**src/rtl/floor_logic_macros.svh**
```systemverilog
`ifndef FLOOR_LOGIC_MACROS_SVH
`define FLOOR_LOGIC_MACROS_SVH

//////////////////////////////
// Building geometry
//////////////////////////////

// Floors served by the car, ground floor is 0
`define FLOOR_COUNT 11

// Bits needed to hold a floor number up to FLOOR_COUNT - 1
`define FLOOR_WIDTH 4

`endif
```
**src/rtl/floor_logic_pkg.sv**
```systemverilog
`include "floor_logic_macros.svh"

package floor_logic_pkg;

    // Floor number, 0 is the ground floor
    typedef logic [`FLOOR_WIDTH-1:0] floor_t;

    // One bit per floor, bit i stands for floor i
    typedef logic [`FLOOR_COUNT-1:0] floor_mask_t;

    // Dispatch handshake states of the selector
    typedef enum logic [1:0] {
        IDLE,
        REQUEST,
        RELEASE
    } dispatch_state_e;

    // Position report from the car controller
    typedef struct packed {
        floor_t car_floor;
        logic   car_moving;
    } car_status_t;

    // Clear order sent to both button latches
    typedef struct packed {
        logic   valid;
        floor_t floor;
    } arrival_t;

endpackage

```
**src/rtl/floor_logic_top.sv**
```systemverilog
`timescale 1ns/1ns

module floor_logic_top (
    input  logic                         clock,
    input  logic                         reset_n,
    input  floor_logic_pkg::floor_mask_t hall_buttons,
    input  floor_logic_pkg::floor_mask_t cab_buttons,
    input  floor_logic_pkg::car_status_t car_status,
    input  logic                         power_on,
    input  logic                         emergency,
    input  logic                         door_open_button,
    input  logic                         door_close_button,
    input  logic                         dispatch_ack,
    output floor_logic_pkg::floor_mask_t hall_lights,
    output floor_logic_pkg::floor_mask_t cab_lights,
    output floor_logic_pkg::floor_t      target_floor,
    output logic                         travel_up,
    output logic                         dispatch_req,
    output logic                         door_open_allowed,
    output logic                         door_close_allowed
);
    import floor_logic_pkg::*;

    logic     enable;
    logic     door_ok;
    arrival_t arrival;

    // Power off or emergency stops new requests and new dispatches
    assign enable = power_on && !emergency;

    //////////////////////////////
    // Button panels
    //////////////////////////////

    button_latch hall_latch (
        .clock      (clock),
        .reset_n    (reset_n),
        .buttons    (hall_buttons),
        .car_status (car_status),
        .accept     (enable),
        .arrival    (arrival),
        .lights     (hall_lights)
    );

    button_latch cab_latch (
        .clock      (clock),
        .reset_n    (reset_n),
        .buttons    (cab_buttons),
        .car_status (car_status),
        .accept     (enable),
        .arrival    (arrival),
        .lights     (cab_lights)
    );

    //////////////////////////////
    // Target selection
    //////////////////////////////

    floor_selector selector (
        .clock        (clock),
        .reset_n      (reset_n),
        .hall_lights  (hall_lights),
        .cab_lights   (cab_lights),
        .car_status   (car_status),
        .enable       (enable),
        .dispatch_ack (dispatch_ack),
        .dispatch_req (dispatch_req),
        .target_floor (target_floor),
        .travel_up    (travel_up),
        .arrival      (arrival)
    );

    //////////////////////////////
    // Door permits
    //////////////////////////////

    // Doors may only be worked on a powered car at rest
    assign door_ok = power_on && !car_status.car_moving;

    always_ff @(posedge clock or negedge reset_n) begin
        if (!reset_n) begin
            door_open_allowed  <= 1'b0;
            door_close_allowed <= 1'b0;
        end else begin
            door_open_allowed  <= door_open_button && door_ok;
            door_close_allowed <= door_close_button && door_ok;
        end
    end

endmodule

```
**src/rtl/floor_selector.sv**
```systemverilog
`timescale 1ns/1ns
`include "floor_logic_macros.svh"

module floor_selector (
    input  logic                         clock,
    input  logic                         reset_n,
    input  floor_logic_pkg::floor_mask_t hall_lights,
    input  floor_logic_pkg::floor_mask_t cab_lights,
    input  floor_logic_pkg::car_status_t car_status,
    input  logic                         enable,
    input  logic                         dispatch_ack,
    output logic                         dispatch_req,
    output floor_logic_pkg::floor_t      target_floor,
    output logic                         travel_up,
    output floor_logic_pkg::arrival_t    arrival
);
    import floor_logic_pkg::*;

    floor_mask_t     pending;
    logic            here_lit;
    logic            above_found;
    logic            below_found;
    floor_t          above_floor;
    floor_t          below_floor;
    logic            pick_valid;
    floor_t          pick_floor;
    logic            pick_up;
    dispatch_state_e state;

    // Hall and cab requests are served alike
    assign pending = hall_lights | cab_lights;

    //////////////////////////////
    // Sweep target search
    //////////////////////////////

    always_comb begin
        here_lit    = 1'b0;
        above_found = 1'b0;
        below_found = 1'b0;
        above_floor = '0;
        below_floor = '0;
        // Scan downward so the last hit above the car is the nearest one
        for (int i = `FLOOR_COUNT - 1; i >= 0; i--) begin
            if (pending[i] && (floor_t'(i) > car_status.car_floor)) begin
                above_found = 1'b1;
                above_floor = floor_t'(i);
            end
        end
        // Scan upward so the last hit below the car is the nearest one
        for (int i = 0; i < `FLOOR_COUNT; i++) begin
            if (pending[i] && (floor_t'(i) < car_status.car_floor)) begin
                below_found = 1'b1;
                below_floor = floor_t'(i);
            end
            if (pending[i] && (floor_t'(i) == car_status.car_floor)) begin
                here_lit = 1'b1;
            end
        end
    end

    // Keep the current direction while work lies ahead, reverse otherwise
    always_comb begin
        pick_valid = 1'b1;
        pick_floor = car_status.car_floor;
        pick_up    = travel_up;
        if (here_lit) begin
            // Light left over at the floor the car reached, serve it in place
            pick_floor = car_status.car_floor;
        end else if (travel_up && above_found) begin
            pick_floor = above_floor;
            pick_up    = 1'b1;
        end else if (travel_up && below_found) begin
            pick_floor = below_floor;
            pick_up    = 1'b0;
        end else if (!travel_up && below_found) begin
            pick_floor = below_floor;
            pick_up    = 1'b0;
        end else if (!travel_up && above_found) begin
            pick_floor = above_floor;
            pick_up    = 1'b1;
        end else begin
            pick_valid = 1'b0;
        end
    end

    //////////////////////////////
    // Dispatch handshake FSM
    //////////////////////////////

    always_ff @(posedge clock or negedge reset_n) begin
        if (!reset_n) begin
            state        <= IDLE;
            dispatch_req <= 1'b0;
            target_floor <= '0;
            travel_up    <= 1'b1;
            arrival      <= '0;
        end else begin
            arrival.valid <= 1'b0;
            case (state)
                IDLE: begin
                    // Blocked only here, a raised request runs to completion
                    if (enable && pick_valid) begin
                        target_floor <= pick_floor;
                        travel_up    <= pick_up;
                        dispatch_req <= 1'b1;
                        state        <= REQUEST;
                    end
                end
                REQUEST: begin
                    // Car stands at the target, clear its lights in both panels
                    if (dispatch_ack) begin
                        dispatch_req  <= 1'b0;
                        arrival.valid <= 1'b1;
                        arrival.floor <= target_floor;
                        state         <= RELEASE;
                    end
                end
                RELEASE: begin
                    if (!dispatch_ack) begin
                        state <= IDLE;
                    end
                end
                default: begin
                    state <= IDLE;
                end
            endcase
        end
    end

    //////////////////////////////
    // Checks
    //////////////////////////////

    req_holds_target : assert property (
        @(posedge clock) disable iff (!reset_n)
        (dispatch_req && $past(dispatch_req)) |-> ($stable(target_floor) && $stable(travel_up))
    ) else $error("Target changed during an open dispatch");

    // The car must have released the previous acknowledge first
    req_after_ack_low : assert property (
        @(posedge clock) disable iff (!reset_n)
        $rose(dispatch_req) |-> !$past(dispatch_ack)
    ) else $error("Dispatch raised while acknowledge was high");

endmodule

```
**src/rtl/button_latch.sv**
```systemverilog
`timescale 1ns/1ns
`include "floor_logic_macros.svh"

module button_latch (
    input  logic                         clock,
    input  logic                         reset_n,
    input  floor_logic_pkg::floor_mask_t buttons,
    input  floor_logic_pkg::car_status_t car_status,
    input  logic                         accept,
    input  floor_logic_pkg::arrival_t    arrival,
    output floor_logic_pkg::floor_mask_t lights
);
    import floor_logic_pkg::*;

    floor_mask_t here_mask;
    floor_mask_t clear_mask;
    floor_mask_t set_mask;
    floor_mask_t lights_next;

    //////////////////////////////
    // Floor decode
    //////////////////////////////

    // One-hot masks for the floor the car stands at and the arrived floor
    always_comb begin
        here_mask  = '0;
        clear_mask = '0;
        for (int i = 0; i < `FLOOR_COUNT; i++) begin
            if (car_status.car_floor == floor_t'(i)) begin
                here_mask[i] = 1'b1;
            end
            if (arrival.valid && (arrival.floor == floor_t'(i))) begin
                clear_mask[i] = 1'b1;
            end
        end
    end

    //////////////////////////////
    // Light registers
    //////////////////////////////

    // Presses for the current floor are dropped since the doors serve them directly
    assign set_mask = accept ? (buttons & ~here_mask) : '0;

    // Arrival clear overrides a same-cycle press
    assign lights_next = (lights | set_mask) & ~clear_mask;

    always_ff @(posedge clock or negedge reset_n) begin
        if (!reset_n) begin
            lights <= '0;
        end else begin
            lights <= lights_next;
        end
    end

    //////////////////////////////
    // Checks
    //////////////////////////////

    // A new light never appears for the floor the car stood at when it was latched
    light_not_at_car_floor : assert property (
        @(posedge clock) disable iff (!reset_n)
        ($past(car_status.car_floor) < floor_t'(`FLOOR_COUNT)) |->
            !(lights[$past(car_status.car_floor)] && !$past(lights[car_status.car_floor]))
    ) else $error("Light raised for the floor of the car");

endmodule

```
**config.mk**
```make
export PLATFORM = sky130hd
export DESIGN_NAME = floor_logic_top
export DESIGN_NICKNAME = d
export VERILOG_FILES = /design/src/rtl/floor_logic_pkg.sv /design/src/rtl/floor_logic_top.sv /design/src/rtl/floor_selector.sv /design/src/rtl/button_latch.sv
export VERILOG_INCLUDE_DIRS = /design/src /design/src/rtl
export SDC_FILE = /design/constraint.sdc
export NUM_CORES = 1
export LEC_CHECK = 0
export BUFFER_PORTS_ARGS = -buffer_cell sky130_fd_sc_hd__buf_2
export CAP_MARGIN = 15
export CORE_UTILIZATION = 53
export DETAILED_ROUTE_END_ITERATION = 7
export PLACE_DENSITY = 0.8
export SETUP_SLACK_MARGIN = 0.15
export SLEW_MARGIN = 40
export SYNTH_ARGS = -nofsm -noshare
export SYNTH_HDL_FRONTEND = slang
export SYNTH_SLANG_ARGS = --single-unit
```
**constraint.sdc**
```tcl
create_clock -name clock -period 2.8 [get_ports clock]
set_clock_uncertainty 0.15 [all_clocks]
set_input_delay 0.28 -clock clock [delete_from_list [all_inputs] [get_ports clock]]
set_output_delay 0.28 -clock clock [all_outputs]
set_load 0.1 [all_outputs]
```
* Word-level counts from Yosys, hierarchy flattened *
Index checks and enable logic that the tools add are counted.

word-level totals
  word-level logic and storage cells = 244
  bits in registers = 37

cells by class
  equal/unequal tests = 35
  bitwise operators = 10
  magnitude comparators = 22
  reduce and logical (&&, ||, !) cells = 66
  muxes and demuxes = 101

operators with widths
  operator                                                                        count
  4-bit 2-to-1 mux                                                                19
  1-bit 2-to-1 mux                                                                67
  1-bit logical AND                                                               53
  11-bit AND                                                                      4
  11-bit OR                                                                       3
  4-bit by 3-bit == test with 1-bit output, second input constant                 8
  4-bit == test, second input constant                                            6
  11-bit 2-to-1 mux                                                               2
  11-bit inverter                                                                 2
  3-bit by 4-bit == test with 1-bit output, first input constant                  4
  4-bit by 2-bit == test with 1-bit output, second input constant                 4
  3-bit by 4-bit greater-than comparator with 1-bit output, first input constant  4
  3-bit by 4-bit less-than comparator with 1-bit output, first input constant     4
  4-bit == test, first input constant                                             3
  4-bit greater-than comparator, first input constant                             3
  4-bit less-than comparator, first input constant                                3
  3-bit 2-to-1 mux                                                                4
  2-bit 2-to-1 mux                                                                5
  5-bit 2-to-1 mux                                                                2
  2-bit by 4-bit == test with 1-bit output, first input constant                  2
  4-bit by 1-bit == test with 1-bit output, second input constant                 2
  1-bit by 4-bit greater-than comparator with 1-bit output, first input constant  2
  2-bit by 4-bit greater-than comparator with 1-bit output, first input constant  2
  4-bit zero test                                                                 2
  17 further kinds                                                                24

* Longest topological paths before layout *
  depth after elaboration = 22
  gate-level depth with buffers = 9

* Modules after synthesis *
A second synthesis with hierarchy kept.

unflattened totals
  cell total of the unflattened synthesis = 297
  area, all modules = 2567.5 µm²

modules (own cells, without submodules)
  module           area each (µm²)  instances  cells an instance
  floor_selector   1345.0           1          168
  button_latch     574.3            2          62
  floor_logic_top  73.8             1          5

* Least setup slack after synthesis *
No wires, ideal clock.

  path kind = reg-to-reg
  start = register cab_latch.lights[4]
  end = register selector.target_floor[3]
  setup slack = -87 ps
  stages on the path, launching flop included = 8
  arrival time = 2613 ps
  buffers on the path = 1
  period minus slack after synthesis = 2887 ps
  cells stage by stage = dfrtp_1 > nor2_1 > mux4_2 > a211oi_1 > or3_1 > buf_2 > o31ai_4 > o31a_1

between the ends
  cells in the longest elaborated chain, start to end = 16

ends and longest elaborated chain
  what                                  line                   text
  from (decl)                           button_latch.sv:11     output floor_logic_pkg::floor_mask_t lights
  from (signal assigned)                button_latch.sv:52     lights <= lights_next;
  11-bit OR (*)                         floor_selector.sv:31   assign pending = hall_lights | cab_lights;
  1-bit logical AND                     floor_selector.sv:52   if (pending[i] && (floor_t'(i) < car_status.car_floor)) begin
  1-bit 2-to-1 mux (7 in a row)         floor_selector.sv:52
  1-bit logical AND                     floor_selector.sv:76   end else if (!travel_up && below_found) begin
  1-bit 2-to-1 mux                      floor_selector.sv:76
  1-bit 2-to-1 mux                      floor_selector.sv:73   end else if (travel_up && below_found) begin
  1-bit 2-to-1 mux                      floor_selector.sv:70   end else if (travel_up && above_found) begin
  1-bit 2-to-1 mux                      floor_selector.sv:67   if (here_lit) begin
  1-bit logical AND                     floor_selector.sv:103  if (enable && pick_valid) begin
  2-bit AND reduction (no source line)  n/a
  to (signal assigned)                  floor_selector.sv:104  target_floor <= pick_floor;
  to (decl)                             floor_selector.sv:13   output floor_logic_pkg::floor_t target_floor,

Every way passes the cells marked *; elsewhere a longest branch is shown, timed or not.
A chain may end at the register's enable or synchronous reset.

* Worst setup path after layout *
  start = register hall_latch.lights[2]
  end = register selector.target_floor[3]

between the ends
  cells in the longest elaborated chain, start to end = 18

ends and longest elaborated chain
  what                                  line
  from (decl)                           button_latch.sv:11
  from (signal assigned)                button_latch.sv:52
  11-bit OR (*)                         floor_selector.sv:31
  1-bit logical AND                     floor_selector.sv:52
  1-bit 2-to-1 mux (9 in a row)         floor_selector.sv:52
  1-bit logical AND                     floor_selector.sv:76
  1-bit 2-to-1 mux                      floor_selector.sv:76
  1-bit 2-to-1 mux                      floor_selector.sv:73
  1-bit 2-to-1 mux                      floor_selector.sv:70
  1-bit 2-to-1 mux                      floor_selector.sv:67
  1-bit logical AND                     floor_selector.sv:103
  2-bit AND reduction (no source line)  n/a

Marks and branches as above.

==> flow_summary_export.csv <==
group,metric,value,unit
outcome,status,"completed",
setup_path,timing.rr.start,"hall_latch.lights[2]$_DFF_PN0_",
setup_path,rr_worst_depth,7,
routing,routed_wl,6819,um
setup_path,r2r-end,"selector.target_floor[3]$_DFFE_PN0P_",
clock_tree,numCtsBuffers,5,
timing,fmax,0.3924,GHz
timing,timing.final.ws_setup,0.2516,ns
timing,worst_pin_slew,0.5550,ns
place,dpl_cell_area,2765,um2
cells_and_area,fin_nets,380,
timing,fin_setup_tns,0,ns
die,die_area,4772,um2
cells_and_area,final_area,2917,um2
die,die_x,69.08,um
grt,grt_pass1_vias,2309,
yosys,synth_nets,316,
yosys,synth_edf_count,0,
routing,vias,2547,
yosys,ys.flop_type,"dfrtp_1",
pwr,vdd_drop_max,0.6744,mV
setup_path,cp-end-kind,"flop",
routing,viasPerCell,6.383,
cells_and_area,n_antenna_cell,0,
yosys,ys_ff_latch,37,
yosys,async_flop_share,100.0,%
yosys,synth_cell_types,59,
setup_path,cp_slowest_cell,"dfrtp_2",
place,dp_hpwl,5133,um
yosys,ys_seq_area_share,38.88,%
clock_tree,cts_tree,"yes",
cells_and_area,drive_above_1_share,35.16,%
die,ios,64,
setup_path,crit_fanout,7,
flow_run,max_cap_violations,0,
clock_tree,cts_max_level,2,
worst_hold_path,hp-class,"in2reg",
timing,drv_slew,0,
setup_path,endpoint,"selector.target_floor[3]$_DFFE_PN0P_",
yosys,synthCells,282,
setup_path,max_stage_delay,0.47,ns
place,place_ws,0.1701,ns
setup_path,cpLargestDelayFamily,"simple AND/OR/NAND/NOR gates",
setup_path,crit_start,"hall_latch.lights[2]$_DFF_PN0_",
clock_tree,root_buffer,"clkbuf_8",
timing,min_period,2.548,ns
grt,grt_usage,28.94,%
routing,drtIter0Drc,191,
timing,hold_viol,0,
grt,overflow,0,
timing,setup_violations,0,
cells_and_area,syn_to_final_growth,22.30,%
clock_tree,cts_sinks,37,
setup_path,worstPathCellList,"nor4_4, o221ai_2, a2111oi_4, nor2_1, nor3_1, nor3_1, o31a_1",
cells_and_area,fin_util,66.98,%
routing,drc,0,
clock_tree,clkTransAtPathRegs,0.08,ns
die,core-area,4354,um2
setup_path,critPathMostFrequentCell,"nor3_1",
yosys,yosysWarnings,0,
yosys,synth_area_leaders,"dfrtp_1 (38%), a21oi_1 (9.0%), nor2_1 (7.6%), o21ai_0 (3.6%), nor3_1 (2.5%)",
yosys,yosysTopAreaCellShare,37.78,%
grt,grt_max_degree,38,
setup_path,reg2reg_slack,0.25,ns
setup_path,cp.arrival,2.58,ns
timing,slew_headroom,62.71,%
yosys,synth_area_per_cell,8.457,um2
yosys,synth_area,2385,um2
grt,antenna_found_initial,0,
grt,grt_pass1_wl,10970,um
place,place_congestion,0.9766,
clock_tree,clockBufferDepth,2,
routing,dr.pass1.iters,5,
timing,fin_crit_sh,91.01,%
place,io_buffers,63,
setup_path,critPathBufInv,0,
setup_path,cp_num_cells,7,
die,start_util,54.77,%
setup_path,startpoint_type,"flop",
pwr,power.density,945.6,nW/um2
yosys,yosysTopAreaCell,"dfrtp_1",
pwr,cellLeakagePower,0.001159,uW
clock_tree,clk_latency,0.29,ns
pwr,power,2758,uW
die,fp.dieH,69.08,um
setup_path,crit_required,2.83,ns
routing,antenna_left,0,
setup_path,path_class,"reg2reg",
timing,rsz0062_at_grt,"true",
routing,routedWlPerCell,17.09,um
die,rows,24,
[registers in the layout (all words and copies together) (netlist names), 2 cells and up]
name	cells
selector.state	2
cab_latch.lights	11
selector.arrival	5
selector.target_floor	4
hall_latch.lights	11
[metal layers]
layer / vias to the layer above / wire length [um] / global-route usage (%)
met5: - / 0 / 0
met4: 0 / 153 / 9.297
met3: 17 / 415 / 5.263
met2: 138 / 3203 / 46.60
met1: 1212 / 3047 / 39.56
li1: 1180 / - / -
[Yosys cell counts (all sizes together) (2+ instances only)]
cell / number
a311oi: 2
o31ai: 5
buf: 9
nor4: 4
o221ai: 2
nor2b: 6
nor2: 50
a221oi: 2
o32ai: 3
or2: 5
nor3: 12
a21oi: 43
o21a: 2
a22oi: 2
nand2: 11
o211a: 2
mux2: 4
inv: 6
a21o: 2
nand3: 8
o21ai: 18
a31oi: 2
clkbuf: 3
and3b: 2
a211oi: 2
nand2b: 6
nand3b: 3
a32oi: 2
o22ai: 3
a21boi: 3
dfrtp: 36
o21bai: 4
[placed cells by master, fill, tap and decap left out, types with 5 or more instances in the layout]
cell	netlist	layout
a21oi_1	43	43
buf_4	2	6
clkbuf_8	0	5
nand2_1	11	11
or2_2	5	5
buf_2	5	62
nor3_1	12	11
o21ai_0	17	17
inv_1	5	5
dfrtp_2	0	17
dfrtp_1	36	19
nand3_1	8	8
nor2_1	48	46
nor2b_1	6	6
nand2b_1	6	6
[kinds of logic (layout without fill, tap and decap cells)]
kind of cell | count (synthesis) | in the layout | synth area share (%)
mux | 5 | 5 | 2.833
buf+inv | 18 | 83 | 3.410
flops | 37 | 37 | 38.88
simple gates | 112 | 112 | 23.35
compound gates | 110 | 110 | 31.53
[repair_timing]
item	in CTS	in global routing
setup endpoints to repair	0	5
hold endpoints to repair	36	0
gates resized for setup	0	5
buffers inserted	0	0
hold buffers	1	0
[cell type report]
type / instances / area (um2)
Tap cell: 52 / 65.06
Fill cell: 361 / 1438
Clock inverter: 3 / 46.29
Inverter: 6 / 22.52
Clock buffer: 5 / 68.82
Multi-Input combinational cell: 227 / 1400
Sequential cell: 37 / 948.4
Timing Repair Buffer: 69 / 365.4
[through the flow]
stage / hold WS [ns] / cells
finish: 0.04991 / 399
global route: 0.05413 / 399
CTS: 0.04556 / 399
detailed placement: 0.2649 / 390
global placement: 0.2583 / 390
floorplan: -0.1656 / 282
[worst min-delay path by stage]
stage	startpoint	end	slack (ns)	depth (start not counted)
global placement	reset_n	selector.target_floor[0]$_DFFE_PN0P_	0.26	1
floorplan	reset_n	cab_latch.lights[0]$_DFF_PN0_	-0.17	0
detailed placement	reset_n	selector.target_floor[2]$_DFFE_PN0P_	0.26	1
finish	dispatch_ack	selector.state[0]$_DFFE_PN0P_	0.05	2
CTS	dispatch_ack	selector.state[0]$_DFFE_PN0P_	0.05	2
global route	dispatch_ack	selector.state[0]$_DFFE_PN0P_	0.05	2
[report_power, final]
part           internal [uW]  total [uW]  switching (uW)
logic                    255        1380            1120
clock network            267         469             203
registers                695         912             217
Note: power is estimated with default switching activity, not from simulation.
